--- src/design/dbus_pkg.sv ---
package dbus_pkg;

    // strobe width, one bit per byte lane
    localparam int wstrb_w = 4;

    // encoding of data_size on the bus
    typedef enum logic [1:0] {
        size_byte = 2'd0,
        size_half = 2'd1,
        size_word = 2'd2
    } size_e;

endpackage

--- src/design/isa_pkg.sv ---
package isa_pkg;

    localparam int xlen       = 32;
    localparam int reg_addr_w = 5;

    typedef enum logic [3:0] {
        alu_add, alu_addu, alu_sub, alu_subu,
        alu_slt, alu_sltu,
        alu_and, alu_or, alu_xor, alu_nor,
        alu_sll, alu_srl, alu_sra,
        alu_lui
    } alu_op_e;

    typedef enum logic [1:0] {src1_rs, src1_sa, src1_pc} src1_sel_e;

    typedef enum logic [1:0] {src2_rt, src2_simm, src2_uimm, src2_eight} src2_sel_e;

    typedef enum logic [2:0] {
        md_none, md_mult, md_multu, md_mfhi, md_mflo, md_mthi, md_mtlo
    } md_op_e;

    typedef enum logic [3:0] {
        mem_none, mem_lw, mem_lb, mem_lbu, mem_lh, mem_lhu, mem_sw, mem_sh, mem_sb
    } mem_op_e;

    typedef enum logic [4:0] {
        ex_none = 5'd0,
        ex_adel = 5'd4,
        ex_ades = 5'd5,
        ex_ov   = 5'd12
    } excode_e;

    function automatic logic mem_is_load(mem_op_e op);
        return op inside {mem_lw, mem_lb, mem_lbu, mem_lh, mem_lhu};
    endfunction

    function automatic logic mem_is_store(mem_op_e op);
        return op inside {mem_sw, mem_sh, mem_sb};
    endfunction

endpackage
--- src/design/dbus_req.sv ---
`timescale 1ns/1ps

module dbus_req import isa_pkg::*, dbus_pkg::*; (
    input  logic               clk,
    input  logic               reset,
    input  logic               es_valid,
    input  logic               flush,
    input  mem_op_e            mem_op,
    input  logic               blocked,
    input  logic [xlen-1:0]    alu_result,
    input  logic [xlen-1:0]    rt_value,
    input  logic               leave,
    input  logic               data_addr_ok,
    output logic               go,
    output logic               addr_error,
    output logic               data_req,
    output logic               data_wr,
    output size_e              data_size,
    output logic [wstrb_w-1:0] data_wstrb,
    output logic [xlen-1:0]    data_addr,
    output logic [xlen-1:0]    data_wdata
);

    logic       is_mem;
    logic       is_store;
    logic       accepted;
    logic [1:0] pos;

    assign is_mem   = (mem_op != mem_none);
    assign is_store = mem_is_store(mem_op);
    assign pos      = alu_result[1:0];

    // alignment rules by access width
    always_comb begin
        case (mem_op)
            mem_lw, mem_sw:          addr_error = (pos != 2'b00);
            mem_lh, mem_lhu, mem_sh: addr_error = pos[0];
            default:                 addr_error = 1'b0;
        endcase
    end

    always_comb begin
        case (mem_op)
            mem_lh, mem_lhu, mem_sh: data_size = size_half;
            mem_lb, mem_lbu, mem_sb: data_size = size_byte;
            default:                 data_size = size_word;
        endcase
    end

    // byte lanes written, none for loads
    always_comb begin
        case (mem_op)
            mem_sb:  data_wstrb = 4'b0001 << pos;
            mem_sh:  data_wstrb = pos[1] ? 4'b1100 : 4'b0011;
            mem_sw:  data_wstrb = 4'b1111;
            default: data_wstrb = 4'b0000;
        endcase
    end

    always_comb begin
        case (data_size)
            size_byte: data_wdata = {4{rt_value[7:0]}};
            size_half: data_wdata = {2{rt_value[15:0]}};
            default:   data_wdata = rt_value;
        endcase
    end

    assign data_addr = alu_result;
    assign data_wr   = is_store;
    assign data_req  = es_valid && is_mem && !addr_error && !blocked && !accepted && !flush;

    // one request per instruction, held until it leaves
    always_ff @(posedge clk) begin
        if (reset) begin
            accepted <= 1'b0;
        end else if (leave || flush) begin
            accepted <= 1'b0;
        end else if (data_req && data_addr_ok) begin
            accepted <= 1'b1;
        end
    end

    assign go = !is_mem || addr_error || blocked || accepted;

    a_req_hold: assert property (@(posedge clk) disable iff (reset || flush)
        data_req && !data_addr_ok |=> data_req && $stable(data_addr))
        else $error("data_req dropped or address moved before addr_ok");

endmodule

--- config.mk ---
export PLATFORM = sky130hd
export DESIGN_NAME = dbus_req
export DESIGN_NICKNAME = d
export VERILOG_FILES = /design/src/design/dbus_pkg.sv /design/src/design/isa_pkg.sv /design/src/design/dbus_req.sv
export SDC_FILE = /design/constraint.sdc
export NUM_CORES = 1
export LEC_CHECK = 0
export BUFFER_PORTS_ARGS = -buffer_cell sky130_fd_sc_hd__buf_2
export CORE_MARGIN = 3
export CORE_UTILIZATION = 28
export DETAILED_ROUTE_END_ITERATION = 10
export HOLD_SLACK_MARGIN = 0.15
export PLACE_DENSITY = 0.83
export SKIP_LAST_GASP = 1
export SYNTH_ARGS = -nofsm -noshare
export SYNTH_HDL_FRONTEND = slang
export SYNTH_SLANG_ARGS = --single-unit
--- constraint.sdc ---
create_clock -name clk -period 2.37 [get_ports clk]
set_clock_uncertainty 0.1 [all_clocks]
set_input_delay 0.237 -clock clk [delete_from_list [all_inputs] [get_ports clk]]
set_output_delay 0.237 -clock clk [all_outputs]
set_load 0.01 [all_outputs]
## After elaboration in Yosys (flattened, before gate mapping)

Cells that the tools add are included.

- Equality and inequality tests: 9
- Shifts and indexed selects: 1
- Multiplexer cells: 5
- Reductions and logical operators: 23

Operators by type and width:

| cell | number |
|---|---|
| $pmux 32 s2 | 1 |
| $eq 4x3->1 const B | 4 |
| $pmux 4 s3 | 1 |
| $eq 4x2->1 const B | 2 |
| $logic_and 1x1->1 | 6 |
| $reduce_or 3->1 | 2 |
| $logic_not 1->1 | 5 |
| $eq 4x1->1 const B | 1 |
| $eq 4x4->1 const B | 1 |
| $logic_or 1x1->1 | 4 |
| $mux 4 | 1 |
| $pmux 2 s2 | 1 |
| $reduce_bool 4->1 | 1 |
| $reduce_or 2->1 | 2 |
| $shl 1x2->4 const A | 1 |
| $reduce_bool 3->1 | 1 |
| $eq 2x1->1 const B | 1 |
| $logic_not 2->1 | 1 |
| $pmux 1 s2 | 1 |
| $reduce_bool 2->1 | 1 |

- Register bits after elaboration: 1
- Input port bits: 75
- Output and inout port bits: 74
- Word-level logic and storage cells: 39

## Longest topological paths before layout

- Depth after elaboration: 9
- Gate-level depth with buffers: 6
- Gate-level depth less buffers: 4

## Worst setup path before layout

No wires, ideal clock.

- Kind: input to output
- From: in mem_op[2]
- To: out data_wdata[24]
- Data arrival time: 1.546 ns
- Data required time: 2.033 ns
- Setup slack: 0.487 ns
- Cell stages on the path: 6
- Buffers on the path: 2
- Path through: buf_6 -> or4b_4 -> o21ai_4 -> inv_6 -> buf_6 -> a221o_1

- Cells in the longest elaborated chain, start to end: 5
- Elaborated cells between the ends (all ways): 12
- Those cells by class: eq/ne: 7; mux: 2; reduce/logical: 3

Ends and longest elaborated chain:

| item | line | text |
|---|---|---|
| start, declared | dbus_req.sv:8 | `input mem_op_e mem_op,` |
| $eq 4x4->1, or another cell as far along | dbus_req.sv:43 | `case (mem_op)` |
| $reduce_or 3->1 | dbus_req.sv:43 |  |
| $pmux 2 s2 * | dbus_req.sv:43 |  |
| named net data_size[1] | dbus_req.sv:18 | `output size_e data_size,` |
| $eq 2x1->1 / $logic_not 2->1 (equally long branches) | dbus_req.sv:61 | `case (data_size)` |
| $pmux 32 s2 * | dbus_req.sv:61 |  |
| end, declared | dbus_req.sv:21 | `output logic [xlen-1:0] data_wdata` |

Mark *: on every way through the listed nets, which the timed path passes. The rest lies on a longest branch.

## Worst setup path after layout

- From: in mem_op[2]
- To: out data_wdata[26]

- Cells in the longest elaborated chain, start to end: 5
- Elaborated cells between the ends (all ways): 12
- Those cells by class: eq/ne: 7; mux: 2; reduce/logical: 3

Ends and longest elaborated chain:

| item | line |
|---|---|
| $eq 4x4->1, or another cell as far along | dbus_req.sv:43 |
| $reduce_or 3->1 | dbus_req.sv:43 |
| $pmux 2 s2 * | dbus_req.sv:43 |
| $eq 2x1->1 / $logic_not 2->1 (equally long branches) | dbus_req.sv:61 |
| $pmux 32 s2 * | dbus_req.sv:61 |

Mark *: on every way between the ends. The rest lies on a longest branch, timed or not.

==> out/results.md <==
## Final layout
- 0.673 — proportion of layout cells with a drive suffix above 1
- buf_2, a21o_1, a21boi_0, a221o_1, mux2_2 — commonest cells after routing, fill and taps aside
- 0 — antenna cells
- 1 — Largest register FFs
- accepted: 1 flops — registers with the most flip-flops
- accepted — largest register by flop count
- 350 — fill cell count
- 233 — count of nets after finishing
- 0.00106 mm2 — total non-filler cell area in the finished layout
- 200 — Finished Layout Cells
- 17.5% — signed area change from the synthesized netlist to the final layout
- buf_2 — most frequent standard cell in the layout excluding fill and tap cells

## Critical path
- buf_2, or4b_4, o21ai_4, inv_6, a221o_1, buf_2 — CP cell instances
- mem_op[2] — worst setup path start
- 1.75 ns — Worst EP arrival
- 1.74 ns — minimum setup slack among reg-to-reg paths
- buf_2 — Top cell by count, worst path
- accepted$_SDFFE_PP0P_ — Worst R2R End
- primary output — Worst setup EP type
- 2.03 ns — worst endpoint required time
- or4b_4 — slowest cell on the critical path
- 2 — Register-to-Register Path Depth
- accepted$_SDFFE_PP0P_ — Crit Reg-Reg Startpoint
- in -> out — CP Class
- 14 — worst-path maximum fanout
- 0.64 ns — Max stage delay on crit path
- primary input — crit path launch type

## Timing
- 0.480 GHz — top achievable clock speed
- 0 — number of failing setup endpoints in the final timing report
- no — setup repair after global routing missed its margin
- 0.601 — remaining max-slew budget at the tightest pin
- 0.287 ns — minimum setup slack in the final design
- 2.08 ns — time the final worst path needs with I/O delays and setup
- 0.879 — Tcrit/Tclk final
- 0 — Final Slew Violations
- 0 — number of hold-slack violations in the final timing report
- 0.596 ns — transition time of the tightest slew-check pin
- 0 ns — Setup Total Neg Slack

## Global route
- 15 — largest net degree at the start of global routing
- 0 — antenna violations before repair
- 0.129 — global routing usage summed across all routing layers
- 0 — Remaining Overflow, GRT
- 882 — via count of the first global-routing pass
- 4420 um — wire length of the first global-routing pass

## Logic synthesis
- 0 — number of warnings issued by yosys
- 1 — count of state elements after synthesis
- 906 um2 — combined area of all synthesized cells
- 0 — Async S/R FF share, synth
- buffers and inverters — dominant combinational cell family by area after synthesis
- 0 — Post-Synth XOR/XNOR Area
- dfxtp_1 — most used flip-flop cell after synthesis
- 113 — count of mapped cells out of synthesis
- 188 — Synthesized Nets
- 0.191 — basic-gate share of the synthesized area counting and, or, nand and nor cells
- 0.0221 — Seq/Total Area, Yosys
- 0 — number of flops mapped to enable cells by yosys
- 0.104 — proportion of synthesized area in mux cells
- 0 — area share of fa/ha/maj cells after synthesis
- 35 — count of unique library cells instantiated by Yosys
- 8.02 um2 — Syn Area/Cell
- 0.302 — Compound-Gate Fraction of Synth Area

## Placement
- 200 — post-placement cell count
- 0.770 — gpl congestion
- 0.293 ns — pre-CTS setup slack
- 0.00106 mm2 — placed standard-cell area
- 2330 um — detailed placer's ending HPWL
- 88 — count of port buffers added during placement

## Run status
- finished, final reports clean — run status

## CTS
- 0 — CTS hold repair buffers
- 0 — buffers inserted during post-CTS setup optimization
- 0 ns — Clk Latency, worst-skew pair
- 0 ns — clock-pin slew reported for the worst setup and hold paths after clock tree synthesis
- 0 — Post-CTS Resized

## Detailed routing
- 13.6 um — average wire length per cell after detail routing
- 14 — detailed router's first-iteration violation count
- 4.76 — post-detailed-route via-to-cell ratio
- 2730 um — drt total wl
- 0 — Remaining DRCs
- 4 — length of the first detailed-routing pass in iterations
- 0 — Routed Antenna Nets
- 952 — via count

## Power
- 0.000246 W — PnR Total Power
- 0.0000627 V — Worst VDD drop
- 0.600 nW — leakage power figure
- 231 mW/mm2 — pwr dens

## Die
- 0.00395 mm2 — area enclosed by the die boundary
- 62.9 um — Die X-Extent
- 0.00308 mm2 — area of the core
- 0.294 — Initial Utilization
- 62.9 um — die span in y
- 20 — number of standard-cell rows in the floorplan
- 149 — number of primary I/O pins

## Min path
- accepted$_SDFFE_PP0P_ — endpoint with the worst hold slack
- reg -> reg — min-delay worst type
- 2 — number of cells on the worst hold path
- accepted$_SDFFE_PP0P_ — Min-Delay Startpoint

## Job
- 0 — max-capacitance violation count

[how the worst max path moves through the flow]
stage / to / slack (ns) / cells after the start
final: data_wdata[26] / 0.29 / 6
after global routing: data_wdata[26] / 0.23 / 6
after CTS: data_wdata[26] / 0.29 / 6
after detailed placement: data_wdata[26] / 0.29 / 6
after global placement: data_wdata[31] / 0.33 / 6
after floorplan: data_wdata[24] / 0.49 / 6
[critical path, delay by kind of cell]
kind                   cells  cell delay (ns)
and+or+nand+nor            1             0.64
AOI/OAI and AO/OA          2             0.47
buffers and inverters      3             0.40
[cells in the mapped netlist, types with 2 or more instances]
cell type | instances | area share
o21ai_0 | 2 | 0.011
mux2_2 | 7 | 0.087
a221o_1 | 8 | 0.088
buf_6 | 2 | 0.025
nor2b_1 | 3 | 0.021
nand3b_1 | 2 | 0.017
nor3_1 | 3 | 0.017
a21boi_0 | 8 | 0.066
buf_2 | 2 | 0.011
nand2b_1 | 2 | 0.014
buf_4 | 40 | 0.33
a21o_1 | 9 | 0.075
nand2_1 | 3 | 0.012
[where the power goes]
part / internal [W] / switching [W]
Sequential: 0.0000173 / 0.0000000476
Combinational: 0.000114 / 0.000114
Clock: 0 / 0
[area by class of cell]
| class | instances | area (um2) | area share |
|---|---|---|---|
| Inverter | 1 | 8.76 | 0.00823 |
| Timing Repair Buffer | 88 | 440 | 0.414 |
| Sequential cell | 1 | 20.0 | 0.0188 |
| Multi-Input combinational cell | 66 | 541 | 0.508 |
| Tap cell | 44 | 55.1 | 0.0517 |
[metal layers]
layer,routed length [um],vias up,share of wire,GRT usage
met5,0,-,0,0
met3,200,6,0.073,0.0162
li1,-,461,-,-
met2,1380,39,0.51,0.225
met1,1120,446,0.41,0.170
met4,27,0,0.0099,0.0193
[per-stage QoR]
stage               hold WS, ns   util
floorplan                 0.322      -
CTS                       0.353  0.346
global placement          0.347  0.346
detailed placement        0.351  0.346
finish                    0.352  0.346
global route              0.374  0.346
[cells by family (layout without fill, tap and decap cells)]
group | Yosys count | count (layout)
compound gates | 33 | 33
buf+inv | 46 | 89
flops | 1 | 1
mux | 8 | 8
simple gates | 25 | 25
No activity file was read; power rests on OpenSTA's default activity.
