<file path="src/design/isa_pkg.sv">
package isa_pkg;

    localparam int xlen       = 32;
    localparam int reg_addr_w = 5;

    typedef enum logic [3:0] {
        alu_add, alu_addu, alu_sub, alu_subu,
        alu_slt, alu_sltu,
        alu_and, alu_or, alu_xor, alu_nor,
        alu_sll, alu_srl, alu_sra,
        alu_lui
    } alu_op_e;

    typedef enum logic [1:0] {src1_rs, src1_sa, src1_pc} src1_sel_e;

    typedef enum logic [1:0] {src2_rt, src2_simm, src2_uimm, src2_eight} src2_sel_e;

    typedef enum logic [2:0] {
        md_none, md_mult, md_multu, md_mfhi, md_mflo, md_mthi, md_mtlo
    } md_op_e;

    typedef enum logic [3:0] {
        mem_none, mem_lw, mem_lb, mem_lbu, mem_lh, mem_lhu, mem_sw, mem_sh, mem_sb
    } mem_op_e;

    typedef enum logic [4:0] {
        ex_none = 5'd0,
        ex_adel = 5'd4,
        ex_ades = 5'd5,
        ex_ov   = 5'd12
    } excode_e;

    function automatic logic mem_is_load(mem_op_e op);
        return op inside {mem_lw, mem_lb, mem_lbu, mem_lh, mem_lhu};
    endfunction

    function automatic logic mem_is_store(mem_op_e op);
        return op inside {mem_sw, mem_sh, mem_sb};
    endfunction

endpackage
</file>
<file path="src/design/exe_alu.sv">
`timescale 1ns/1ps

module exe_alu import isa_pkg::*; (
    input  alu_op_e         alu_op,
    input  src1_sel_e       src1_sel,
    input  src2_sel_e       src2_sel,
    input  logic [15:0]     imm,
    input  logic [xlen-1:0] rs_value,
    input  logic [xlen-1:0] rt_value,
    input  logic [xlen-1:0] pc,
    output logic [xlen-1:0] alu_src1,
    output logic [xlen-1:0] alu_src2,
    output logic [xlen-1:0] alu_result,
    output logic            overflow
);

    logic [xlen-1:0] add_res;
    logic [xlen-1:0] sub_res;
    logic [4:0]      shamt;

    // source 1: shift amount comes from imm[10:6]
    always_comb begin
        case (src1_sel)
            src1_sa: alu_src1 = {{(xlen-5){1'b0}}, imm[10:6]};
            src1_pc: alu_src1 = pc;
            default: alu_src1 = rs_value;
        endcase
    end

    always_comb begin
        case (src2_sel)
            src2_simm:  alu_src2 = {{(xlen-16){imm[15]}}, imm};
            src2_uimm:  alu_src2 = {{(xlen-16){1'b0}}, imm};
            src2_eight: alu_src2 = 32'd8;
            default:    alu_src2 = rt_value;
        endcase
    end

    assign add_res = alu_src1 + alu_src2;
    assign sub_res = alu_src1 - alu_src2;
    assign shamt   = alu_src1[4:0];

    always_comb begin
        case (alu_op)
            alu_add, alu_addu: alu_result = add_res;
            alu_sub, alu_subu: alu_result = sub_res;
            alu_slt:  alu_result = {{(xlen-1){1'b0}}, $signed(alu_src1) < $signed(alu_src2)};
            alu_sltu: alu_result = {{(xlen-1){1'b0}}, alu_src1 < alu_src2};
            alu_and:  alu_result = alu_src1 & alu_src2;
            alu_or:   alu_result = alu_src1 | alu_src2;
            alu_xor:  alu_result = alu_src1 ^ alu_src2;
            alu_nor:  alu_result = ~(alu_src1 | alu_src2);
            alu_sll:  alu_result = alu_src2 << shamt;
            alu_srl:  alu_result = alu_src2 >> shamt;
            alu_sra:  alu_result = $signed(alu_src2) >>> shamt;
            alu_lui:  alu_result = {imm, 16'd0};
            default:  alu_result = add_res;
        endcase
    end

    // signed overflow, trapping forms only
    always_comb begin
        case (alu_op)
            alu_add: overflow = (alu_src1[xlen-1] == alu_src2[xlen-1])
                                && (add_res[xlen-1] != alu_src1[xlen-1]);
            alu_sub: overflow = (alu_src1[xlen-1] != alu_src2[xlen-1])
                                && (sub_res[xlen-1] != alu_src1[xlen-1]);
            default: overflow = 1'b0;
        endcase
    end

endmodule

</file>
<file path="config.mk">
export PLATFORM = sky130hd
export DESIGN_NAME = exe_alu
export DESIGN_NICKNAME = d
export VERILOG_FILES = /design/src/design/isa_pkg.sv /design/src/design/exe_alu.sv
export SDC_FILE = /design/constraint.sdc
export NUM_CORES = 1
export LEC_CHECK = 0
export BUFFER_PORTS_ARGS = -buffer_cell sky130_fd_sc_hd__buf_2
export CORE_ASPECT_RATIO = 0.9
export CORE_MARGIN = 10
export CORE_UTILIZATION = 40
export DETAILED_ROUTE_END_ITERATION = 12
export SLEW_MARGIN = 20
export SYNTH_ARGS = -nofsm -noshare
export SYNTH_HDL_FRONTEND = slang
export SYNTH_SLANG_ARGS = --single-unit
export TNS_END_PERCENT = 100
</file>
<file path="constraint.sdc">
create_clock -name vclk -period 5.9
set_input_delay 0.295 -clock vclk [all_inputs]
set_output_delay 0.295 -clock vclk [all_outputs]
set_load 0.01 [all_outputs]
</file>
**Word-level counts from Yosys, hierarchy flattened**

Cells that the tools add are included.

- $add $sub $neg: 2
- Bitwise logic cells: 4
- Equality and inequality tests: 21
- Order comparisons: 2
- Reduce and logical (&&, ||, !) cells: 4
- Muxes and demuxes: 4
- Shift operators: 3

Operator list:

| kind | count |
|---|---|
| $pmux 32 s11 | 1 |
| $pmux 32 s3 | 1 |
| $lt 32x32->1 | 2 |
| $pmux 32 s2 | 1 |
| $add 32x32->32 | 1 |
| $and 32x32->32 | 1 |
| $not 32->32 | 1 |
| $or 32x32->32 | 1 |
| $shl 32x5->32 | 1 |
| $shr 32x5->32 | 1 |
| $sshr 32x5->32 | 1 |
| $sub 32x32->32 | 1 |
| $xor 32x32->32 | 1 |
| $eq 4x4->1 const B | 6 |
| $eq 4x3->1 const B | 4 |
| $eq 4x2->1 const B | 2 |
| $eq 2x2->1 const B | 3 |
| $eq 2x1->1 const B | 2 |
| $logic_not 4->1 | 1 |
| $ne 1x1->1 | 3 |
| $logic_and 1x1->1 | 2 |
| $pmux 1 s2 | 1 |
| $reduce_or 2->1 | 1 |
| $eq 1x1->1 | 1 |

- Bits in registers: 0

**Logic depth before layout (Yosys ltp)**

Gate-level depths: netlist of run 1.

- Depth in word-level cells: 6
- Mapped depth: 22

**Worst setup path after synthesis of run 1**

Ideal clock, no wire load.

- Path type: in2out
- Start: in src1_sel[0]
- End: out alu_result[18]
- Slack: 1090 ps
- Arrival: 4515 ps
- Stages on the path: 21
- Buffers on the path: 5
- Cells stage by stage: inv_1 -> ha_1 -> buf_2 -> a221oi_1 -> or2_2 -> buf_2 -> inv_1 -> buf_2 -> buf_1 -> clkbuf_1 -> ha_1 -> a21oi_1 -> and3b_1 -> a211oi_1 -> nor2_1 -> nor2_1 -> o21ai_0 -> a211o_1 -> a21oi_1 -> a21oi_1 -> or4_1

RTL lines:

| what | line | text |
|---|---|---|
| start, declared | exe_alu.sv:5 | `input src1_sel_e src1_sel,` |
| $eq 2x2->1 / $eq 2x1->1 (equally long branches) | exe_alu.sv:23 | `case (src1_sel)` |
| $pmux 32 s2 (*) | exe_alu.sv:23 |  |
| net alu_src1[3] | exe_alu.sv:11 | `output logic [xlen-1:0] alu_src1,` |
| $add 32x32->32, or another cell as far along | exe_alu.sv:39 | `assign add_res = alu_src1 + alu_src2;` |
| $pmux 32 s11 (*) | exe_alu.sv:44 | `case (alu_op)` |
| end, declared | exe_alu.sv:13 | `output logic [xlen-1:0] alu_result,` |

The timed path passes the listed nets; every way through them passes the cells marked *.

**Worst setup path after layout of run 1**

- Start: in src1_sel[0]
- End: out alu_result[0]

- Longest elaborated chain between the ends: 5

RTL lines:

| what | line |
|---|---|
| $eq 2x2->1 / $eq 2x1->1 (equally long branches) | exe_alu.sv:23 |
| $pmux 32 s2 (*) | exe_alu.sv:23 |
| branches (longest 2 deep; another with $add 32x32->32) | - |
| $pmux 32 s11 (*) | exe_alu.sv:44 |

Mark *: on every way between the ends.

==> results by stage, run 1 <==
Floorplan:
- The vertical die dimension is approximately 170 µm.
- The floorplan step defined a die boundary enclosing about 32,000 µm².
- After floorplanning, the core was sized to cover between 20,000 and 30,000 µm².
- The total number of placement rows is 55.
- In this run the horizontal extent of the chip is 188 µm.
- The initial core utilization is 0.404.
- around 220 I/O pins were placed.

Pwr:
- The sequential cell fraction of total power is 0.
- Of the total power, the share spent switching nets is 0.663.
- Power spread over the standard cell area amounts to roughly 170 nW/µm².
- The clock share of power is 0.
- Of the total power, combinational logic draws 1.000.
- The analysis attributes to net switching a power of ~1.3 mW.
- After layout, the design draws a total of approximately 1.9 mW.
- The internal power of the cells is between 0.6 and 0.7 mW.
- The worst IR drop on VDD is 0.104 mV.
- The analysis attributes to cell leakage a power of about 5.1 nW.

GRT:
- The first-pass GRT wire length is between 80 and 90 mm.
- In this run the most used layer during global routing was met2.
- Entering global routing, the biggest net connects 62 pins.
- The number of antenna violations at the first check in global routing was 2.
- The global-route total usage across every layer is 0.355.
- For this run, global-route usage on met3 was measured as 0.0914.
- The overflow left after global routing is 0.
- The global-route track usage on met1 is 0.478.
- The number of global-route vias before repair is ~13,000.
- For this run, global-route usage on met2 was measured as 0.525.

Place:
- The worst slack at placement is 0.330 ns.
- The congestion estimate from routability-driven global placement came to roughly 1.0.
- Once detailed placement completed, the half-perimeter wirelength came to about 50 mm.
- Input and output buffers added on the ports amount to 217.
- After detailed placement, the design holds a cell count of 2,091.

Worst setup path:
- STA puts the critical path data arrival time at approximately 5.3 ns.
- The endpoint class of the critical path is an output port.
- The slowest library cell on the worst path is sky130_fd_sc_hd__ha_2.
- Walking the worst path, the cells encountered are buf_2, inv_1, ha_2, o21ai_0, ha_1, or3_1, nor4_2, nor3b_1, nand3_1, nand2_1, o41ai_1, buf_4, o41ai_1, nor2_1, o311ai_1, o2111ai_1, buf_2.
- The peak per-stage delay on the critical path is between 0.6 and 0.7 ns.
- The worst setup path is launched from an input port.
- The critical path contains buffers and inverters numbering 4 combined.
- Data on the critical path is required at its endpoint by roughly 5.6 ns.
- Along the worst path, the maximum fanout reaches 25.
- Among cell families on the critical path, the largest total delay comes from compound AO/OA/AOI/OAI gates.
- The type of the setup path with the least slack is in -> out.

Synthesis:
- The area share of the largest cell type after synthesis is 0.122.
- The synthesized area is 10,100 µm².
- The sequential area share after synthesis is 0.
- The largest area contributor in the netlist is sky130_fd_sc_hd__ha_1.
- Counting every instance in the synthesized netlist gives 1,597.
- The most common cell in the netlist is sky130_fd_sc_hd__a21oi_1.
- Counting instances in the post-synthesis netlist gives the leading cell types as sky130_fd_sc_hd__a21oi_1, sky130_fd_sc_hd__nor2_1, sky130_fd_sc_hd__nand2_1.
- By area the synthesized netlist is led by sky130_fd_sc_hd__ha_1, sky130_fd_sc_hd__a21oi_1, sky130_fd_sc_hd__mux2i_1, sky130_fd_sc_hd__o21ai_0, sky130_fd_sc_hd__nor2_1.
- The average size of a mapped cell is ~6.3 µm².
- The number of nets in the synthesized netlist is between 1,500 and 2,000.
- The number of warning messages in the yosys log is 0.
- The post-synthesis cell type count is 96.

Timing:
- The worst hold-check slack is 0.948 ns.
- The fmax is between 150 and 200 MHz.
- After layout, the worst setup slack is 0.330 ns.
- The number of hold violations in the final report was 0.
- The worst pin sits at a relative slew slack of 0.197.
- Setup violations remaining at the end of the flow were counted as 0.
- The count of pins over their slew limit is 0.
- At the pin with the least slew margin, the transition time is about 1.2 ns.
- For the finished layout, the period the worst path requires is 5.57 ns.
- In the finished design, the share of the clock period the worst path needs comes to 0.944.
- Setup repair after global routing left no endpoint under its margin.
- Summed over all failing endpoints, the final setup total negative slack is 0 ns.

Drt:
- The overall routed net length is a little over 60 mm.
- The number of DRC markers after the initial detailed-route iteration is 2,098.
- The pre-antenna-repair detailed-routing pass consisted of 7 iterations.
- The detail route stage leaves a number of antenna-violating nets equal to 0.
- The final routed DRC violation total is 0.
- Using the TritonRoute via totals, the vias-per-cell ratio works out to 6.89.
- In the final routed layout, each cell accounts on average for a little under 30 µm.
- The via total after detailed routing is roughly 14,000.

Layout:
- The filler cell count is between 2,000 and 3,000.
- The area taken by multi-input logic gates is 9160 µm².
- Of the cells placed in the final design, the portion with a size suffix greater than 1 is 0.196.
- There are 0 flip-flops and latches.
- The area taken by flip-flops and latches is 0 µm².
- The synthesis-to-finish area growth is 14.5%.
- The clock buffer count in the final layout is 0.
- The finished layout holds 2,092 standard cells, fillers aside.
- At the end of the flow, the number of nets in the layout was 1,972.

Min path:
- The path class of the lowest-slack min-delay path is in -> out.

Outcome:
- The flow ran to the end, and the final reports show no timing, DRC or antenna violations.

Flow run:
- The tool flagged a number of max-cap violations equal to 0.

Clock tree:
- In this run the post-CTS setup repair buffer count came out at 0.
- In this run, post-CTS hold repair placed 0 buffers.
- The count of cells resized by post-cts repair is 0.
-- metrics by stage --
step	area [µm²]	utilization
after global routing	11600	0.463
after global placement	11600	0.462
after CTS	11600	0.462
final	11600	0.463
after detailed placement	11600	0.462
after floorplan	10100	-
-- kinds of logic (layout without fill, tap and decap cells) --
group / count (synthesis) / after routing / synth area share
AO/OA/AOI/OAI: 658 / 658 / 0.446
AND/OR/NAND/NOR: 515 / 515 / 0.236
buffers and inverters: 234 / 386 / 0.0982
adder cells (fa/ha/maj): 101 / 101 / 0.126
multiplexers: 80 / 80 / 0.0860
XOR/XNOR: 9 / 9 / 0.00778
other: 0 / 1 / 0
-- cells in the final DEF (no fill, tap or decap), drive strengths merged, types with 14 or more instances in the layout --
cell type / count
and3: 15
o21ai: 130
nand3: 45
nor3: 39
inv: 99
mux2i: 63
a22oi: 19
a221oi: 30
or3: 19
a221o: 18
o2bb2ai: 17
a21oi: 167
o31ai: 14
nor2: 160
o221ai: 16
o211ai: 34
o22ai: 18
buf: 286
nand2: 155
a31oi: 16
ha: 99
a211oi: 35
a21o: 16
a22o: 16
nand2b: 14
nor2b: 19
-- power groups by stage --
stage          clock network, mW  registers (mW)  logic (mW)
3_3_place_gp                   0               0        1.86
2_1_floorplan                  0               0        1.20
4_1_cts                        0               0        1.86
6_report            0.0000000136               0        1.93
3_5_place_dp                   0               0        1.86
5_1_grt                        0               0        2.06
-- cell type report --
class | instances | area share
repair buffers | 286 | 0.141
well taps | 342 | 0.0369
multi-input cells | 1363 | 0.790
diodes | 1 | 0.000216
inverters | 100 | 0.0326
-- worst paths after layout --
path,startpoint,end,slack (ns),cells past startpoint
setup / recovery,src1_sel[0],alu_result[0],0.33,17
hold / removal,rs_value[22],alu_src1[22],0.95,4
-- layer usage --
metal | up-vias | wire length, µm
li1 | 6309 | -
met1 | 6857 | 25400
met2 | 1111 | 25100
met3 | 133 | 7470
met4 | 2 | 2870
met5 | - | 13
No activity file was read; power rests on OpenSTA's default activity.
==> run 2, diff against run 1 <==
ABC_AREA = 1   (was not set)
==> run 2 against run 1 <==
Effect of this change: sequential cell count is the same; count of clock-buffer cells in the layout is the same; utilization shrank 0.82 points; final area grew 2.5%; via count grew 12%; highest routed layer is now met4; first-iteration DRC count grew 26%; sequential share of layout area is the same; setup slack gained 0.48 ns; synthesized area grew 5.2%; critical endpoint unchanged; maximum frequency grew 9.5%.
==> results by stage, run 2 <==
Synthesis:
- The post-synthesis cell type count is slightly above 50.
- Synthesis produced a netlist with a net count of approximately 2,300.
- Of the synthesized area, sequential elements account for 0.
- The biggest area contributor in the post-synthesis netlist is sky130_fd_sc_hd__nand2_1.
- The area share of the largest cell type after synthesis is 0.209.
- After synthesis the cells add up to between 10,000 and 15,000 µm².
- Among all cell types in the netlist, the one instantiated most often is sky130_fd_sc_hd__nand2_1.
- Yosys printed 0 warnings.
- Ranked by instance count, the synthesized netlist is headed by sky130_fd_sc_hd__nand2_1, sky130_fd_sc_hd__nand3_1, sky130_fd_sc_hd__inv_1.
- Averaged over all synthesized cells, the footprint is 5.03 µm².
- Ranked by total cell area, the synthesized netlist is headed by sky130_fd_sc_hd__nand2_1, sky130_fd_sc_hd__nand3_1, sky130_fd_sc_hd__ha_1, sky130_fd_sc_hd__inv_1, sky130_fd_sc_hd__nor2_1.
- The synthesized instance count is 2,117.

Worst setup path:
- The type of the setup path with the least slack is in -> out.
- Together, buffers and inverters on the worst path number 7.
- The slowest library cell on the worst path is sky130_fd_sc_hd__nor4_1.
- The most repeated library cell on the critical path is sky130_fd_sc_hd__nand2_1.
- STA classifies the critical path startpoint as an input port.
- In this run the worst path has a maximum fanout of 28.
- The peak per-stage delay on the critical path is roughly 0.77 ns.
- The critical path goes through buf_2, inv_1, ha_1, inv_2, nand2_2, inv_2, a22oi_1, inv_1, ha_1, inv_1, nand2_1, nor4_1, nand2_1, nand2_1, nand2_1, nand2_1, nand2_1, nand3_1, nand2_1, nor2_1, nand4_1, buf_2.
- The cell class contributing the biggest share of worst-path delay is simple AND/OR/NAND/NOR gates.
- STA classifies the critical path endpoint as an output port.
- At the worst endpoint, the arrival time is approximately 4.8 ns.
- The required time reported for the critical path endpoint is approximately 5.6 ns.

Timing:
- Setup repair after global routing left no endpoint under its margin.
- Derived from the worst setup path, the maximum achievable clock frequency is just under 200 MHz.
- Setup total negative slack on the finished layout was measured at 0 ns.
- The total setup violations reported at the end of the flow is 0.
- The transition time at the pin with the least slew margin is 1.13 ns.
- In this run the tightest slew margin relative to its limit is 0.246.
- The count of pins over their slew limit is 0.
- The worst hold-check slack is around 1 ns.
- Dividing the final minimum period by the clock period gives 0.862.
- The final critical delay including setup and external delays is 5.09 ns.
- The number of hold violations in the final report was 0.

Floorplan:
- The die is between 150 and 200 µm tall.
- The die is about 190 µm wide.
- The initialized floorplan defines 56 standard-cell rows.
- The floorplan core area is ~26,000 µm².
- Pin placement for this block handled between 200 and 250 I/O pins.
- For this configuration, the core starts out at a cell density of 0.407.
- The overall die area is around 34,000 µm².

Drt:
- For this run, the detailed router's first-pass iteration total came to 9.
- In this run the remaining antenna-violating nets after routing total 0.
- Summed over all layers, the routed wires come to approximately 66 mm.
- The number of DRC markers after the initial detailed-route iteration is around 2,600.
- The final routed DRC violation total is 0.
- In the final routed layout, each cell accounts on average for 25.2 µm.
- After detailed routing, the number of vias per cell comes to 6.22.
- Detailed routing inserted a total of approximately 16,000 vias.

GRT:
- For this run, the total global-route usage over all layers was measured as 0.369.
- The first global-routing pass estimated about 95 mm of wire.
- The number of global-route vias before repair is around 15,000.
- The number of antenna violations at the first check in global routing is 2.
- The overflow left after global routing is 0.
- The maximum number of pins on one net before global-route repair is 74.

Outcome:
- The run finished with clean final reports.

Clock tree:
- The number of setup buffers added after CTS is 0.
- After clock tree synthesis, the flow added hold-fix buffers numbering 0.
- Post-CTS repair changed the size of 0 cells.

Place:
- Including well taps, the total number of placed cells is roughly 2,600.
- Input and output buffers added on the ports amount to around 220.
- The routability congestion estimate is 1.11.
- The HPWL after detailed placement is between 50 and 60 mm.

Layout:
- The final layout contains approximately 2,500 nets.
- The synthesis-to-finish area growth is 11.6%.
- After filler insertion, the fill cell instance count of the layout stands at slightly above 3,000.
- The proportion of layout cells with a drive suffix above 1 is 0.129.
- In the layout the commonest cells are sky130_fd_sc_hd__nand2_1, sky130_fd_sc_hd__nand3_1, sky130_fd_sc_hd__inv_1.
- The number of flip-flops and latches is 0.
- The clock buffer count in the final layout is 0.
- The library cell used most frequently in the layout, excluding fill and tap cells, is sky130_fd_sc_hd__nand2_1.
- The finished layout holds 2,602 standard cells, fillers aside.
- The area taken by flip-flops and latches is 0 µm².

Flow run:
- Max-cap violations in this run came to 0.

Min path:
- In this run the worst hold path is classified as in -> out.
run 2: cell count changes after synthesis, sizes merged, moves of 25 or more:
cell | before | now
nor2 | 160 | 189
clkbuf | 69 | 44
inv | 99 | 240
a21oi | 167 | 131
nand4 | 7 | 32
nand3 | 45 | 387
nand2 | 155 | 597
mux2i | 63 | 0
run 2: final cells by class:
cell class	instances	area, µm²	area share
inverters	242	908	0.0765
multi-input cells	1767	9250	0.778
repair buffers	244	1290	0.108
well taps	348	435	0.0366
diodes	1	2.50	0.000211
run 2: cells by family after synthesis:
| kind of cell | synth area share |
|---|---|
| compound gates | 0.225 |
| fa+ha+maj | 0.120 |
| buf+inv | 0.134 |
| simple gates | 0.510 |
| xor+xnor | 0.0115 |
run 2: through the flow:
step,utilization,setup WS (ns),cell area (µm²)
3_5_place_dp,0.455,0.983,11900
5_1_grt,0.455,0.563,11900
6_report,0.455,0.812,11900
2_1_floorplan,-,2.26,10600
4_1_cts,0.455,0.967,11900
3_3_place_gp,0.455,1.01,11900
run 2: tightest hold or removal path, delay by kind of cell:
family	cells	cell delay, ns
AOI/OAI and AO/OA	1	0.07
buffers and inverters	3	0.32
run 2: worst paths after layout:
kind,startpoint,end,cells after the start
max,src1_sel[0],alu_result[0],22
min,pc[6],alu_src1[6],4
run 2: routing by layer:
layer / global-route usage / routed length (µm) / vias up
met1: 0.507 / 27200 / 7440
met4: 0.141 / 2980 / 0
met3: 0.120 / 9550 / 136
met5: 0 / 0 / -
met2: 0.517 / 25800 / 1230
li1: - / - / 7384
